`src/common/mdio_pkg.sv`:
```
`default_nettype none

package mdio_pkg;

	//////////////////////////////////////////////////////////////////////
	// Field widths
	//////////////////////////////////////////////////////////////////////

	// PHY address on the management bus
	typedef logic [4:0] phy_addr_t;

	// Register number inside one PHY
	typedef logic [4:0] reg_addr_t;

	// One management register
	typedef logic [15:0] mdio_data_t;

	//////////////////////////////////////////////////////////////////////
	// Frame field codes
	//////////////////////////////////////////////////////////////////////

	localparam logic [1:0] MDIO_START = 2'b01;
	localparam logic [1:0] OP_READ    = 2'b10;
	localparam logic [1:0] OP_WRITE   = 2'b01;

	// Master drives 10 on a write, a read leaves the line to the PHY
	localparam logic [1:0] TA_WRITE = 2'b10;

	// Start, opcode, PHY, register, turnaround
	localparam int HEADER_BITS = 16;

	// Ones sent once after reset
	localparam int PREAMBLE_BITS = 64;

	//////////////////////////////////////////////////////////////////////
	// Frame engine states
	//////////////////////////////////////////////////////////////////////

	typedef enum logic [2:0] {
		FS_PREAMBLE,
		FS_IDLE,
		FS_ADDRESS,
		FS_READ,
		FS_WRITE
	} frame_state_t;

endpackage

`default_nettype wire

```
`src/mdio/mdc_clock_gen.sv`:
```
`default_nettype none

module mdc_clock_gen #(
	parameter int CLKBITS = 2
) (
	input  logic	i_clk,
	input  logic	i_reset,
	output logic	o_mdc,
	output logic	o_bit_stb
);

	logic [CLKBITS-1:0] div_cnt;

	// Free running divider, MDC is its top bit
	always_ff @(posedge i_clk)
		if (i_reset)
			div_cnt <= '0;
		else
			div_cnt <= div_cnt + 1'b1;

	assign o_mdc = div_cnt[CLKBITS-1];

	// Count is all ones minus one here, so the strobe lands on the
	// last clock of the period and the registers it enables change
	// on the same edge that drops MDC
	always_ff @(posedge i_clk)
		if (i_reset)
			o_bit_stb <= 1'b0;
		else
			o_bit_stb <= (&div_cnt[CLKBITS-1:1]) && !div_cnt[0];

endmodule

`default_nettype wire

```
`src/mdio/mdio_frame_engine.sv`:
```
`default_nettype none

module mdio_frame_engine #(
	parameter mdio_pkg::phy_addr_t PHY_ADDR = 5'd1
) (
	input  logic			i_clk,
	input  logic			i_reset,
	input  logic			i_bit_stb,
	input  logic			i_rd_pend,
	input  logic			i_wr_pend,
	input  mdio_pkg::reg_addr_t	i_reg_addr,
	input  mdio_pkg::mdio_data_t	i_wr_data,
	input  logic			i_mdio,
	output logic			o_mdio,
	output logic			o_mdwe,
	output logic			o_idle,
	output logic			o_data_phase,
	output logic			o_done,
	output mdio_pkg::mdio_data_t	o_rd_data
);
	import mdio_pkg::*;

	localparam int DATA_BITS = $bits(mdio_data_t);

	frame_state_t	state;
	logic [5:0]	bit_pos;
	mdio_data_t	tx_sreg;
	mdio_data_t	rx_sreg;
	mdio_data_t	header;
	logic		start_frame;
	logic		hdr_end;
	logic		frame_end;

	assign o_idle       = (state == FS_IDLE);
	assign o_data_phase = (state == FS_READ) || (state == FS_WRITE);

	// Event decodes, all on a bit boundary
	assign start_frame = i_bit_stb && o_idle && (i_rd_pend || i_wr_pend);
	assign hdr_end     = i_bit_stb && (state == FS_ADDRESS) && (bit_pos == '0);
	assign frame_end   = i_bit_stb && o_data_phase && (bit_pos == '0);

	// Read turnaround stays 11 in the shifter, the line is released then
	assign header = {MDIO_START, i_wr_pend ? OP_WRITE : OP_READ, PHY_ADDR,
		i_reg_addr, i_wr_pend ? TA_WRITE : 2'b11};

	//////////////////////////////////////////////////////////////////////
	// State and bit position
	//////////////////////////////////////////////////////////////////////

	always_ff @(posedge i_clk)
		if (i_reset)
		begin
			state   <= FS_PREAMBLE;
			bit_pos <= 6'(PREAMBLE_BITS - 1);
			o_mdwe  <= 1'b1;
			o_done  <= 1'b0;
		end else
		begin
			o_done <= frame_end;
			if (i_bit_stb)
			begin
				if (bit_pos != '0)
					bit_pos <= bit_pos - 1'b1;
				case (state)
				FS_PREAMBLE:
					if (bit_pos == '0)
						state <= FS_IDLE;
				FS_IDLE:
					if (i_rd_pend || i_wr_pend)
					begin
						state   <= FS_ADDRESS;
						bit_pos <= 6'(HEADER_BITS - 1);
					end
				FS_ADDRESS:
				begin
					// Let go of the line for a read turnaround
					o_mdwe <= i_wr_pend || (bit_pos > 6'd2);
					if (bit_pos == '0)
					begin
						state   <= i_wr_pend ? FS_WRITE : FS_READ;
						bit_pos <= 6'(DATA_BITS - 1);
					end
				end
				FS_READ, FS_WRITE:
					if (bit_pos == '0)
					begin
						state  <= FS_IDLE;
						o_mdwe <= 1'b1;
					end
				default:
				begin
					state   <= FS_PREAMBLE;
					bit_pos <= 6'(PREAMBLE_BITS - 1);
					o_mdwe  <= 1'b1;
				end
				endcase
			end
		end

	//////////////////////////////////////////////////////////////////////
	// Transmit shifter, ones fill in behind the frame
	//////////////////////////////////////////////////////////////////////

	always_ff @(posedge i_clk)
		if (i_reset)
			tx_sreg <= '1;
		else if (start_frame)
			tx_sreg <= header;
		else if (hdr_end && i_wr_pend)
			tx_sreg <= i_wr_data;
		else if (i_bit_stb)
			tx_sreg <= {tx_sreg[DATA_BITS-2:0], 1'b1};

	assign o_mdio = tx_sreg[DATA_BITS-1];

	//////////////////////////////////////////////////////////////////////
	// Receive shifter
	//////////////////////////////////////////////////////////////////////

	// PHY changes the line at the falling edge, so it is settled here
	always_ff @(posedge i_clk)
		if (i_bit_stb && (state == FS_READ))
			rx_sreg <= {rx_sreg[DATA_BITS-2:0], i_mdio};

	always_ff @(posedge i_clk)
		if (frame_end && (state == FS_READ))
			o_rd_data <= {rx_sreg[DATA_BITS-2:0], i_mdio};

endmodule

`default_nettype wire

```
`src/hw/wb_mdio_slave.sv`:
```
`default_nettype none

module wb_mdio_slave (
	input  logic			i_clk,
	input  logic			i_reset,
	input  logic			i_wb_cyc,
	input  logic			i_wb_stb,
	input  logic			i_wb_we,
	input  mdio_pkg::reg_addr_t	i_wb_addr,
	input  mdio_pkg::mdio_data_t	i_wb_data,
	output logic			o_wb_stall,
	output logic			o_wb_ack,
	input  logic			i_idle,
	input  logic			i_data_phase,
	input  logic			i_done,
	output logic			o_rd_pend,
	output logic			o_wr_pend,
	output mdio_pkg::reg_addr_t	o_reg_addr,
	output mdio_pkg::mdio_data_t	o_wr_data
);

	logic accept;
	logic pre_ack;

	assign accept = i_wb_stb && !o_wb_stall;

	// Held through the frame and the ack cycle that follows it
	always_ff @(posedge i_clk)
		if (i_reset)
			o_wb_stall <= 1'b1;
		else
			o_wb_stall <= accept || !i_idle || o_rd_pend || o_wr_pend || i_done;

	// Request latches follow the bus while it is open
	always_ff @(posedge i_clk)
		if (!o_wb_stall)
		begin
			o_reg_addr <= i_wb_addr;
			o_wr_data  <= i_wb_data;
		end

	// Engine has the request once it reaches the data bits
	always_ff @(posedge i_clk)
		if (i_reset || i_data_phase)
		begin
			o_rd_pend <= 1'b0;
			o_wr_pend <= 1'b0;
		end else if (accept)
		begin
			o_rd_pend <= !i_wb_we;
			o_wr_pend <= i_wb_we;
		end

	//////////////////////////////////////////////////////////////////////
	// Acknowledge
	//////////////////////////////////////////////////////////////////////

	// Dropping cyc abandons the transfer, its frame still runs
	always_ff @(posedge i_clk)
		if (i_reset || !i_wb_cyc)
			pre_ack <= 1'b0;
		else if (accept)
			pre_ack <= 1'b1;
		else if (o_wb_ack)
			pre_ack <= 1'b0;

	always_ff @(posedge i_clk)
		if (i_reset)
			o_wb_ack <= 1'b0;
		else
			o_wb_ack <= i_done && pre_ack && i_wb_cyc;

endmodule

`default_nettype wire

```
`src/hw/enet_mdio_ctrl.sv`:
```
`default_nettype none

module enet_mdio_ctrl #(
	parameter int			CLKBITS  = 2,
	parameter mdio_pkg::phy_addr_t	PHY_ADDR = 5'd1
) (
	input  logic			i_clk,
	input  logic			i_reset,
	input  logic			i_wb_cyc,
	input  logic			i_wb_stb,
	input  logic			i_wb_we,
	input  mdio_pkg::reg_addr_t	i_wb_addr,
	input  mdio_pkg::mdio_data_t	i_wb_data,
	output logic			o_wb_stall,
	output logic			o_wb_ack,
	output mdio_pkg::mdio_data_t	o_wb_data,
	output logic			o_mdc,
	output logic			o_mdio,
	output logic			o_mdwe,
	input  logic			i_mdio
);
	import mdio_pkg::*;

	logic		bit_stb;
	logic		idle;
	logic		data_phase;
	logic		done;
	logic		rd_pend;
	logic		wr_pend;
	reg_addr_t	reg_addr;
	mdio_data_t	wr_data;

	//////////////////////////////////////////////////////////////////////
	// MDC and bit timing
	//////////////////////////////////////////////////////////////////////

	mdc_clock_gen #(
		.CLKBITS	(CLKBITS)
	) u_clk_gen (
		.i_clk		(i_clk),
		.i_reset	(i_reset),
		.o_mdc		(o_mdc),
		.o_bit_stb	(bit_stb)
	);

	//////////////////////////////////////////////////////////////////////
	// Bus side
	//////////////////////////////////////////////////////////////////////

	wb_mdio_slave u_slave (
		.i_clk		(i_clk),
		.i_reset	(i_reset),
		.i_wb_cyc	(i_wb_cyc),
		.i_wb_stb	(i_wb_stb),
		.i_wb_we	(i_wb_we),
		.i_wb_addr	(i_wb_addr),
		.i_wb_data	(i_wb_data),
		.o_wb_stall	(o_wb_stall),
		.o_wb_ack	(o_wb_ack),
		.i_idle		(idle),
		.i_data_phase	(data_phase),
		.i_done		(done),
		.o_rd_pend	(rd_pend),
		.o_wr_pend	(wr_pend),
		.o_reg_addr	(reg_addr),
		.o_wr_data	(wr_data)
	);

	//////////////////////////////////////////////////////////////////////
	// Line side
	//////////////////////////////////////////////////////////////////////

	mdio_frame_engine #(
		.PHY_ADDR	(PHY_ADDR)
	) u_engine (
		.i_clk		(i_clk),
		.i_reset	(i_reset),
		.i_bit_stb	(bit_stb),
		.i_rd_pend	(rd_pend),
		.i_wr_pend	(wr_pend),
		.i_reg_addr	(reg_addr),
		.i_wr_data	(wr_data),
		.i_mdio		(i_mdio),
		.o_mdio		(o_mdio),
		.o_mdwe		(o_mdwe),
		.o_idle		(idle),
		.o_data_phase	(data_phase),
		.o_done		(done),
		.o_rd_data	(o_wb_data)
	);

endmodule

`default_nettype wire

```
`config.mk`:
```
export PLATFORM = sky130hd
export DESIGN_NAME = enet_mdio_ctrl
export DESIGN_NICKNAME = d
export VERILOG_FILES = /design/src/common/mdio_pkg.sv /design/src/mdio/mdc_clock_gen.sv /design/src/mdio/mdio_frame_engine.sv /design/src/hw/wb_mdio_slave.sv /design/src/hw/enet_mdio_ctrl.sv
export SDC_FILE = /design/constraint.sdc
export NUM_CORES = 1
export LEC_CHECK = 0
export CAP_MARGIN = 20
export CELL_PAD_IN_SITES_DETAIL_PLACEMENT = 0
export CELL_PAD_IN_SITES_GLOBAL_PLACEMENT = 1
export CORE_MARGIN = 2
export CORE_UTILIZATION = 25
export DETAILED_ROUTE_END_ITERATION = 16
export DONT_BUFFER_PORTS = 1
export GPL_TIMING_DRIVEN = 0
export PLACE_DENSITY_LB_ADDON = 0.2
export SYNTH_ARGS = -nofsm -noshare
export SYNTH_HDL_FRONTEND = slang
export SYNTH_SLANG_ARGS = --single-unit
```
`constraint.sdc`:
```
create_clock -name i_clk -period 5.4 [get_ports i_clk]
set_input_delay 1.62 -clock i_clk [delete_from_list [all_inputs] [get_ports i_clk]]
set_output_delay 1.62 -clock i_clk [all_outputs]
set_load 0.01 [all_outputs]
```
# After elaboration in Yosys (flattened, before gate mapping)
# Cells that the tools add are included.
# op_classes
n_addsub	2
order_cmp	1
eq_ne	8
muxes	18
n_bitwise	1
reduce_logical	39
# ops
cell	count
two-way mux 16 bit	3
two-way mux 6 bit	3
case mux 6 bit (3 select lines)	1
logical AND 1 bit	13
two-way mux 3 bit	4
logical OR 1 bit	9
case mux 3 bit (3 select lines)	1
equality test 3 x 2 -> 1 bit, second input constant	2
greater-than comparator 6 x 2 -> 1 bit, second input constant	1
logical NOT 6 bit	1
nonzero test 6 bit	1
OR reduction 2 bit	3
subtractor 6 x 1 -> 6 bit, second input constant	1
logical NOT 1 bit	5
two-way mux 1 bit	4
inequality test 2 x 1 -> 1 bit, second input constant	2
inequality test 2 bit, second input constant	2
AND reduction 4 bit	1
nonzero test 2 bit	2
equality test 3 x 1 -> 1 bit, second input constant	1
equality test 3 bit, second input constant	1
logical NOT 3 bit	1
case mux 1 bit (3 select lines)	1
AND reduction 3 bit	1
5 further kinds	5
# word_totals
regBits	87
input_bits	27
out_inout_bits	21

# Longest topological paths before layout
# Gate-level depths: netlist (run 1).
# depth
ltp_word	6
depth_mapped	9
mapped_depth_nobuf	8

# Modules after synthesis
# Synthesis (run 1) repeated with hierarchy kept, for this count alone.
# hier_totals
cells_unflattened	252
hier_area_um2	3402.0
# modules_own_cells
module	n_inst	cells_each	area_each_um2	seq_area_each_um2
mdio_frame_engine	1	204	2486.1	1471.4
wb_mdio_slave	1	40	825.8	730.7
mdc_clock_gen	1	8	90.1	60.1

# Least setup slack after synthesis (run 1)
# Ideal clock, no wire load.
# synth_path
kind	reg2reg
start	reg u_engine.bit_pos[4]
end	reg u_engine.o_rd_data[0], enable pin
setup_time_ns	0.409
arrival_time_ns	2.247
slack_ns	2.744
stages_incl_launch_ff	6
n_path_buf	1
cell_sequence	dfxtp_1 -> nor4_4 -> and2_0 -> buf_2 -> inv_2 -> nor3_1
# synth_via
elab_chain_cells	3
# synth_lines
item	line	source
start, declared	mdio_frame_engine.sv:26	logic [5:0] bit_pos;
start signal, assigned	mdio_frame_engine.sv:54	bit_pos <= 6'(PREAMBLE_BITS - 1);
start signal, assigned	mdio_frame_engine.sv:63	bit_pos <= bit_pos - 1'b1;
start signal, assigned	mdio_frame_engine.sv:72	bit_pos <= 6'(HEADER_BITS - 1);
logical NOT 6 bit	mdio_frame_engine.sv:40	assign frame_end = i_bit_stb && o_data_phase && (bit_pos == '0);
logical AND 1 bit	mdio_frame_engine.sv:40	
logical AND 1 bit	mdio_frame_engine.sv:126	if (frame_end && (state == FS_READ))
end signal, assigned	mdio_frame_engine.sv:127	o_rd_data <= {rx_sreg[DATA_BITS-2:0], i_mdio};
end, declared	mdio_frame_engine.sv:19	output mdio_pkg::mdio_data_t o_rd_data
# No other way between the ends.
# A chain may end at the register's enable or synchronous reset.

# Worst setup path after layout (run 1)
# layout_path
start	in i_reset
end	reg u_engine.tx_sreg[14]
# layout_via
elab_chain_cells	1
# layout_lines
item	line	source
start, declared	enet_mdio_ctrl.sv:8	input logic i_reset,
OR reduction 2 bit (no line)	--	
end signal, assigned	mdio_frame_engine.sv:108	tx_sreg <= header;
end signal, assigned	mdio_frame_engine.sv:110	tx_sreg <= i_wr_data;
end signal, assigned	mdio_frame_engine.sv:112	tx_sreg <= {tx_sreg[DATA_BITS-2:0], 1'b1};
end, declared	mdio_frame_engine.sv:27	mdio_data_t tx_sreg;
# No other way between the ends.

==> qor.yml, run 1 <==
detailed_routing:
  wl_per_cell_microns: 16.9
  ant_nets: 0
  detail_route.vias_per_cell: 4.75
  remaining_drc_errors: 0
  wl_mm: 8.15
  routed-via-count: 2288
  drt_iter0_markers: 117
  firstDrtPassIters: 4
cts:
  cts_made_buffers: 9
  cts_setup_buffers: 0
  insertion_delay_ns: 0.34
  cts_tree: "done"
  clkTransAtPathRegs_ns: 0.06
  cts.path.max_buffers: 2
  cts-resized-gates: 0
  h-tree-depth: 3
  cts.sinks: 87
  ctsRootBufferMaster: "clkbuf_16"
  holdBufCountCts: 0
logic_synthesis:
  synth-compound-area-share_pct: 11.2
  synthMuxAreaShare_pct: 1.19
  synthFlopType: "edfxtp_1"
  synth_fa_ha_area_share_pct: 1.81
  synth-edff-count: 52
  ys_async_sr_fraction_pct: 0
  syn_nets: 316
  synth_cells: 284
  syn_avg_cell_area_sq_um: 12.2
  netlist_area_sq_um: 3460
  synth-simple-area-share_pct: 17.0
  yosysWarnings: 0
  yosysUniqueCellTypes: 55
  seq_area_frac_synth_pct: 65.3
  synth_xor_area_share_pct: 0
  synth_top_family_by_area: "simple AND/OR/NAND/NOR gates"
  synth-seq-cells: 87
setup_path:
  reg2reg_from: "u_engine.bit_pos[1]"
  cp_max_fo: 10
  startpoint: "i_reset"
  crit_type: "input port to flip-flop"
  critical_path_arrival_ns: 2.85
  worstPathRequired_ns: 5.66
  startpoint_type: "input port"
  worst_setup_path_end_kind: "flip-flop"
sta:
  tns_ns: 0
  tightest_slew_ns: 0.973
  hold_ws_ns: 0.405
  max_freq_ghz: 0.386
  rsz0062_at_grt: "no"
  maxSlewViolCount: 0
  worst_slack_ns: 2.81
  finalCritPeriodShare_pct: 48.0
  setup_viol: 0
  fin_crit_ns: 2.59
  hold_violations: 0
  relSlewSlack_pct: 34.6
  fin_worst_skew_ns: 0.00604
pwr:
  p_leak_nw: 1.33
  power_density_nw_per_um2: 360
  p_total_w: 0.00146
  peakVddDrop_mv: 0.162
worst_hold_path:
  min_from: "u_clk_gen.div_cnt[0]"
  hp-class: "flip-flop to flip-flop"
floorplan:
  die_x_microns: 122
  coreArea_sq_um: 13700
  ioPinCount: 48
  start_util_pct: 25.2
  dieHeight_microns: 122
  dieArea_sq_um: 14800
  rows: 43
grt:
  grt_pass1_vias: 2284
  antenna_found_initial: 0
  grt_max_degree: 22
  grt_use_total_pct: 11.7
  grt_pass1_wl_mm: 13.0
  grt_overflow: 0
placement:
  dpl_cell_area_sq_um: 3710
  place.port_buffers: 0
  globalplace.congestion: 0.762
  dp_hpwl_mm: 5.71
  pre_cts_ws_ns: 2.47
final_layout:
  layout-drive-gt1-share_pct: 12.9
  n_fill_cell: 1405
  diodes: 0
  fin_area_sq_um: 4060
  area_growth_pct: 17.2
  final_nets: 329
job:
  maxCapViolCount: 0
status:
  status: "completed"
[area by class of cell]
type	instances	area (sq um)	share of cell area, %
flip-flops and latches	87	2260	55.8
multi-input cells	169	1090	26.8
clock buffers	9	225	5.55
well taps	180	225	5.55
clock inverters	7	120	2.96
plain buffers	18	82.6	2.04
inverters	10	37.5	0.925
repair buffers	2	18.8	0.463
[critical path: stages]
cell,delay (ns)
clkbuf_1,0.46
clkbuf_1,0.52
nor3_1,0.09
a31oi_1,0.16
[cell usage in the layout, fill, tap and decap left out, drive strengths merged, types with 3 or more instances in the layout]
cell    Yosys  routed
mux2i       3       3
a21oi      14      14
nor2       16      16
nand4      12      12
o21ai       5       5
bufinv      0       3
edfxtp     52      52
a221oi      7       7
inv         9      10
nor2b       3       3
nor3       12      12
clkinv      1       3
nand2b      3       3
nand3      16      16
dfxtp      35      35
o221ai      3       3
nand2      27      27
ha          5       5
buf         9      11
clkbuf      9      18
a31oi       4       4
[where the power goes]
| group | switching, W | total (W) | internal (W) |
|---|---|---|---|
| sequential | 0.00000595 | 0.000712 | 0.000706 |
| clock | 0.000261 | 0.000715 | 0.000454 |
| combinational | 0.0000212 | 0.0000329 | 0.0000117 |
| total | 0.000288 | 0.00146 | 0.00117 |
[metrics by stage]
stage	instances	utilization, %
5_1_grt	482	29.6
4_1_cts	482	29.6
3_5_place_dp	466	27.1
2_1_floorplan	284	-
3_3_place_gp	464	26.9
6_report	482	29.6
[synthesized netlist by cell type (all sizes together), types with 4 or more instances]
| cell type | instances | area (sq um) |
|---|---|---|
| nor2 | 16 | 60.1 |
| ha | 5 | 62.6 |
| nor3 | 12 | 60.1 |
| buf | 9 | 48.8 |
| edfxtp | 52 | 1560 |
| o21ai | 5 | 25.0 |
| nand2 | 27 | 101 |
| inv | 9 | 33.8 |
| a31oi | 4 | 25.0 |
| a21oi | 14 | 70.1 |
| clkbuf | 9 | 33.8 |
| nand4 | 12 | 81.3 |
| nand3 | 16 | 80.1 |
| dfxtp | 35 | 701 |
| a221oi | 7 | 67.6 |
[final timing paths]
kind                                                to  slack, ns  cells after the start
worst min register to register    u_clk_gen.div_cnt[0]       0.41                      1
worst min-delay path              u_clk_gen.div_cnt[0]       0.41                      1
worst max register to register  u_engine.o_rd_data[15]       2.94                      7
worst max-delay path              u_engine.tx_sreg[14]       2.81                      4
[registers in the layout, summed over array words and instances (netlist names)]
signal               cells
u_engine.o_rd_data      16
u_engine.tx_sreg        16
u_slave.o_wr_data       16
u_engine.rx_sreg        15
u_engine.bit_pos         6
u_slave.o_reg_addr       5
u_engine.state           3
u_clk_gen.div_cnt        2
u_clk_gen.o_bit_stb      1
u_engine.o_done          1
u_engine.o_mdwe          1
u_slave.o_rd_pend        1
u_slave.o_wb_ack         1
u_slave.o_wb_stall       1
u_slave.o_wr_pend        1
u_slave.pre_ack          1
[kinds of logic after synthesis]
logic type                 count (synthesis)
adders and majority gates                  5
AOI/OAI and AO/OA                         52
DFF                                       87
buffers and inverters                     28
muxes                                      4
and+or+nand+nor                          108
[per-layer routing]
| layer | up-vias | part of all wire (%) | track usage, % |
|---|---|---|---|
| li1 | 1104 | - | - |
| met1 | 1121 | 47 | 15.4 |
| met2 | 54 | 47 | 18.1 |
| met3 | 9 | 3.7 | 2.95 |
| met4 | 0 | 2.1 | 5.53 |
| met5 | - | 0 | 0 |
No activity file was read; power rests on OpenSTA's default activity.
==> run 2: changes to the inputs <==
clock period = 2.2 ns   (was 5.4 ns; I/O delays follow)
==> run 2 against run 1 <==
Design area grew 0.56%. Worst hold slack got worse by 0.00098 ns. Non-clock buffer count increased by 3. Clock skew fell by 0.00097 ns. Final cell count grew 0.62%. Combinational power is 150% higher.
==> qor.yml, run 2 (synthesized netlist as in run 1, its figures left out) <==
status:
  status: "completed"
detailed_routing:
  remaining_drc_errors: 0  # unchanged
  routed-via-count: 2313  # +1.1%
  wl_mm: 8.29  # +1.7%
  ant_nets: 0  # unchanged
  drt_iter0_markers: 97  # -17%
  wl_per_cell_microns: 17.1  # +1.1%
  firstDrtPassIters: 4  # unchanged
  detail_route.vias_per_cell: 4.77  # +0.47%
final_layout:
  final_common_cell: "edfxtp_1"
  layout-drive-gt1-share_pct: 14.4  # +1.5 points
  regArea_sq_um: 2260  # about the same
  most-common-layout-cells: "52 x edfxtp_1, 34 x dfxtp_1, 27 x nand2_1"
  final_nets: 332  # +0.91%
  multiInputGateArea_sq_um: 1100  # +1.7%
  reg_top3: "u_engine.o_rd_data (16), u_engine.tx_sreg (16), u_slave.o_wr_data (16)"
  n_fill_cell: 1424  # +1.4%
  instances_no_fill: 485  # +0.62%
  diodes: 0  # unchanged
  fin_util_pct: 29.7  # +0.16 points
  area_growth_pct: 17.8
pwr:
  pwr-share-seq_pct: 50.0  # +1.2 points
  p_sw_share_pct: 20.9  # +1.1 points
  power_density_nw_per_um2: 857  # +140%
  intPower_w: 0.00277  # +140%
  p_sw_w: 0.000730  # +150%
  clock_power_share_pct: 47.7  # -1.3 points
  p_leak_nw: 1.35  # +1.8%
  peakVddDrop_mv: 0.485  # +200%
  combPwrFrac_pct: 2.3  # about the same
placement:
  pre_cts_ws_ns: -0.298  # -2.77 ns
  globalplace.congestion: 0.752  # -1.2%
  placed_cells: 466  # unchanged
  dp_hpwl_mm: 5.75  # +0.84%
  place.port_buffers: 0  # unchanged
setup_path:
  critPathTopFamily: "simple AND/OR/NAND/NOR gates"
  startpoint: "u_clk_gen.o_bit_stb"
  cp_num_buf_inv: 0  # -2
  startpoint_type: "flip-flop"
  reg2reg_from: "u_clk_gen.o_bit_stb"
  cp_max_fo: 7  # -3
  critical_path_arrival_ns: 2.39  # -0.46 ns
  worst_setup_path_end_kind: "flip-flop"
  crit_chain: "nand2b_1 -> nor3_1 -> nor2_1 -> a31oi_1"
  slowest_delay_ns: 0.83  # +0.31 ns
  critical-path-slowest-cell: "nor3_1"
  crit_type: "flip-flop to flip-flop"
  worstPathRequired_ns: 2.47  # -3.19 ns
worst_hold_path:
  hp-class: "input port to flip-flop"
  min_from: "i_mdio"
sta:
  setup_viol: 0  # unchanged
  hold_ws_ns: 0.404  # -0.000984 ns
  rsz0062_at_grt: "no"
  tightest_slew_ns: 0.957  # -0.0159 ns
  finalCritPeriodShare_pct: 96.3
  worst_slack_ns: 0.0809  # -2.73 ns
  fin_crit_ns: 2.12
  tns_ns: 0  # unchanged
  fin_worst_skew_ns: 0.00507  # -0.000969 ns
  maxSlewViolCount: 0  # unchanged
  hold_violations: 0  # unchanged
  relSlewSlack_pct: 35.7  # +1.1 points
  max_freq_ghz: 0.472
cts:
  cts_made_buffers: 9  # unchanged
  insertion_delay_ns: 0.35  # about the same
  clkTransAtPathRegs_ns: 0.07  # about the same
  holdBufCountCts: 0  # unchanged
  ctsRootBufferMaster: "clkbuf_16"
  cts.path.max_buffers: 2  # unchanged
  cts_tree: "done"
  cts.sinks: 87  # unchanged
  h-tree-depth: 3  # unchanged
grt:
  grt_pass1_vias: 2406  # +5.3%
  grt_overflow: 0  # unchanged
  grt_use_total_pct: 12.1  # +0.39 points
  grt_max_degree: 22  # unchanged
  antenna_found_initial: 0  # unchanged
  grt_pass1_wl_mm: 13.4  # +3.1%
floorplan:
  coreArea_sq_um: 13700  # unchanged
  rows: 43  # unchanged
  dieHeight_microns: 122  # unchanged
  die_x_microns: 122  # unchanged
  ioPinCount: 48  # unchanged
  dieArea_sq_um: 14800  # unchanged
  start_util_pct: 25.2  # unchanged
job:
  maxCapViolCount: 0  # unchanged
run 2: final timing paths:
kind,endpoint,slack [ns],cells after the start
setup / recovery,u_engine.tx_sreg[1],0.08,4
hold / removal,u_engine.o_rd_data[0],0.40,0
setup reg to reg,u_engine.tx_sreg[1],0.08,4
hold reg to reg,u_clk_gen.div_cnt[0],0.41,1
run 2: repair_timing:
action / CTS / global route
setup buffers: 1 / 2
resized for setup: 2 / 2
endpoints found under the setup margin: 17 / 1
pin swaps: 1 / 1
run 2: worst reg2reg max path, stage by stage (launching register included):
cell	delay, ns
dfxtp_1	0.52
nand2b_1	0.24
nor3_1	0.83
nor2_1	0.25
a31oi_1	0.21
run 2: area by class of cell:
| cell class | instances | share of cell area (%) |
|---|---|---|
| timing repair buffer | 5 | 1.01 |
| clock buffer | 9 | 5.52 |
| sequential | 87 | 55.5 |
| clock inverter | 7 | 2.45 |
| buffer | 18 | 2.02 |
| inverter | 10 | 0.920 |
| multi-input combinational | 169 | 27.1 |
| tap | 180 | 5.52 |
run 2: routing by layer:
layer  track usage, %  share of wire (%)  up-vias
met3             3.18                3.1       11
met5                0                  0        -
met1             15.8                 48     1148
li1                 -                  -     1112
met4             6.11                2.2        0
met2             18.5                 46       42
run 2: power by group through the flow:
| stage | Sequential (W) | Combinational (W) | Clock [W] |
|---|---|---|---|
| 2_1_floorplan | 0.00178 | 0.0000591 | 0 |
| 3_3_place_gp | 0.00178 | 0.0000811 | 0 |
| 3_5_place_dp | 0.00178 | 0.0000812 | 0 |
| 4_1_cts | 0.00175 | 0.0000820 | 0.00173 |
| 5_1_grt | 0.00175 | 0.0000931 | 0.00178 |
| 6_report | 0.00175 | 0.0000821 | 0.00167 |
run 2: metrics by stage:
step | power (W) | area, sq um
after floorplan | 0.00184 | 3470
after global placement | 0.00186 | 3690
after detailed placement | 0.00187 | 3710
after CTS | 0.00356 | 4050
after global routing | 0.00362 | 4080
final | 0.00350 | 4080
==> run 3: changes to the inputs <==
ABC_AREA = 1   (was default)
==> run 3 against run 2 <==
Combinational power increased by 39%. Final cell count increased by 9.1%. Clock-buffer cell count unchanged.
==> qor.yml, run 3 <==
grt:
  use_met1_pct: 12.6  # -3.2 points
  grt_overflow: 0  # unchanged
  grt_pass1_vias: 2243  # -6.8%
  top_usage_layer: "met2"
  grt_pass1_wl_mm: 12.1  # -9.8%
  antenna_found_initial: 0  # unchanged
  met2_usage_pct: 18.2  # -0.31 points
  grt_max_degree: 23  # +4.5%
  grt_use_total_pct: 11.2  # -0.93 points
  grt_util_met3_pct: 4.82  # +1.6 points
cts:
  cts_tree: "done"
  cts_setup_buffers: 0  # -1
  cts.path.max_buffers: 2  # unchanged
  clkTransAtPathRegs_ns: 0.07  # about the same
  cts.sinks: 87  # unchanged
  ctsRootBufferMaster: "clkbuf_16"
  insertion_delay_ns: 0.35  # about the same
  h-tree-depth: 3  # unchanged
  cts_made_buffers: 9  # unchanged
  holdBufCountCts: 0  # unchanged
final_layout:
  fin_util_pct: 29.4  # -0.31 points
  area_growth_pct: 16.2
  layout-drive-gt1-share_pct: 13.2  # -1.2 points
  diodes: 0  # unchanged
  most-common-layout-cells: "62 x nand2_1, 52 x edfxtp_1, 35 x dfxtp_1"
  reg_top3: "u_engine.o_rd_data (16), u_engine.tx_sreg (16), u_slave.o_wr_data (16)"
  final_common_cell: "nand2_1"
  final_nets: 376  # +13%
logic_synthesis:
  synth_cells: 331  # +17%
  synth-edff-count: 52  # unchanged
  yosysTopAreaCell: "edfxtp_1"
  seq_area_frac_synth_pct: 64.8  # -0.49 points
  synthFlopType: "edfxtp_1"
  yosysUniqueCellTypes: 31  # -44%
  syn_avg_cell_area_sq_um: 10.5  # -14%
  synth_top_cells_by_area: "edfxtp_1 45%, dfxtp_1 20%, nand2_1 6.7%"
  synth-seq-cells: 87  # unchanged
  ys_top_cells_by_count: "62 x nand2_1, 52 x edfxtp_1, 35 x dfxtp_1"
  ys_async_sr_fraction_pct: 0  # unchanged
  yosysMostFrequentCell: "nand2_1"
  synth_top_cell_area_share_pct: 44.7  # -0.34 points
  syn_nets: 363  # +15%
  yosysWarnings: 0  # unchanged
  netlist_area_sq_um: 3490  # +0.76%
placement:
  place.port_buffers: 0  # unchanged
  globalplace.congestion: 0.820  # +9.0%
  dp_hpwl_mm: 5.34  # -7.1%
detailed_routing:
  wl_per_cell_microns: 14.5  # -15%
  remaining_drc_errors: 0  # unchanged
  ant_nets: 0  # unchanged
  routed-via-count: 2297  # -0.69%
  detail_route.vias_per_cell: 4.34  # -9.0%
  firstDrtPassIters: 4  # unchanged
  wl_mm: 7.65  # -7.7%
  drt_iter0_markers: 99  # +2.1%
worst_hold_path:
  hp-class: "input port to flip-flop"
setup_path:
  startpoint_type: "flip-flop"
  crit_type: "flip-flop to flip-flop"
  critical_path_arrival_ns: 1.99  # -0.40 ns
  worst_setup_path_end_kind: "flip-flop"
  worstPathRequired_ns: 2.26  # -0.21 ns
  cp_max_fo: 11  # +4
sta:
  maxSlewViolCount: 0  # unchanged
  fin_crit_ns: 1.93  # -0.186 ns
  fin_worst_skew_ns: 0.00649  # +0.00142 ns
  tns_ns: 0  # unchanged
  tightest_slew_ns: 0.886  # -0.0717 ns
  finalCritPeriodShare_pct: 87.9  # -8.5 points
  rsz0062_at_grt: "no"
  hold_violations: 0  # unchanged
  max_freq_ghz: 0.517  # +9.6%
  relSlewSlack_pct: 40.9  # +5.2 points
  setup_viol: 0  # unchanged
floorplan:
  coreArea_sq_um: 13800  # +0.39%
  ioPinCount: 48  # unchanged
  start_util_pct: 25.3  # +0.092 points
  die_x_microns: 122  # +0.37%
  dieHeight_microns: 122  # +0.37%
  dieArea_sq_um: 14900  # +0.73%
  rows: 43  # unchanged
pwr:
  p_leak_nw: 1.54  # +14%
  power_density_nw_per_um2: 850  # -0.89%
  peakVddDrop_mv: 0.504  # +4.0%
job:
  maxCapViolCount: 0  # unchanged
status:
  status: "completed"
## run 3: changes by cell type after synthesis, moves of 7 or more
cell and change:
a21oi_1 +20, nor3_1 -10, inv_1 +26, o21ai_0 +7, nand2_1 +35, o21ai_1 +19, nand4_1 -8
## run 3: routing by layer
metal	vias up	part of all wire, %	routed length, microns
met1	1079	43	3310
met2	51	49	3760
met5	-	0	0
met3	14	5.3	407
li1	1153	-	-
met4	0	2.2	170
## run 3: power breakdown
part	switching (W)	leakage (nW)	total, W	internal, W
Combinational	0.0000717	0.645	0.000114	0.0000426
Sequential	0.0000206	0.752	0.00176	0.00174
Clock	0.000676	0.147	0.00157	0.000893
Total	0.000769	1.54	0.00345	0.00268
## run 3: cell type report
type | instances | area (sq um)
buffer | 12 | 76.3
timing repair buffer | 2 | 22.5
fill | 1464 | 9720
clock inverter | 7 | 81.3
clock buffer | 9 | 225
multi-input combinational | 196 | 1030
inverter | 36 | 135
tap | 180 | 225
sequential | 87 | 2260
## run 3: worst paths after layout
| check | from | end | slack [ns] | depth (start not counted) |
|---|---|---|---|---|
| setup / recovery | u_clk_gen.o_bit_stb | u_engine.rx_sreg[8] | 0.27 | 5 |
| hold reg to reg | u_clk_gen.div_cnt[0] | u_clk_gen.div_cnt[0] | 0.41 | 1 |
| setup reg to reg | u_clk_gen.o_bit_stb | u_engine.rx_sreg[8] | 0.27 | 5 |
| hold / removal | i_wb_data[12] | u_slave.o_wr_data[12] | 0.40 | 0 |
## run 3: kinds of logic after synthesis
group | after synthesis | share of synthesized area (%)
XOR/XNOR | 1 | 0.251
adder cells (fa/ha/maj) | 5 | 1.79
flip-flops | 87 | 64.8
buffers and inverters | 48 | 6.06
AND/OR/NAND/NOR | 116 | 15.7
AO/OA/AOI/OAI | 74 | 11.4
## run 3: repair_timing
| item | CTS | global route |
|---|---|---|
| endpoints found under the setup margin | 8 | 17 |
| gates cloned | 0 | 0 |
| pin swaps | 0 | 0 |
| gates resized for setup | 1 | 2 |
## run 3: worst max-delay path: stages, from the launching register on
cell and delay (ns):
dfxtp_1 0.48, inv_2 0.08, buf_2 0.21, buf_1 0.32
nor2_2 0.34, buf_6 0.21
## run 3: metrics by stage
| step | worst slack (ns) | cells | area (sq um) | total power, W | hold slack, ns |
|---|---|---|---|---|---|
| 3_5_place_dp | -0.114 | 513 | 3740 | 0.00191 | 0.400 |
| 4_1_cts | 0.0948 | 529 | 4050 | 0.00351 | 0.379 |
| 6_report | 0.267 | 529 | 4050 | 0.00345 | 0.401 |
| 3_3_place_gp | -0.380 | 511 | 3710 | 0.00191 | 0.394 |
| 2_1_floorplan | 0.223 | 331 | 3490 | 0.00188 | 0.386 |
| 5_1_grt | 0.124 | 529 | 4050 | 0.00358 | 0.379 |
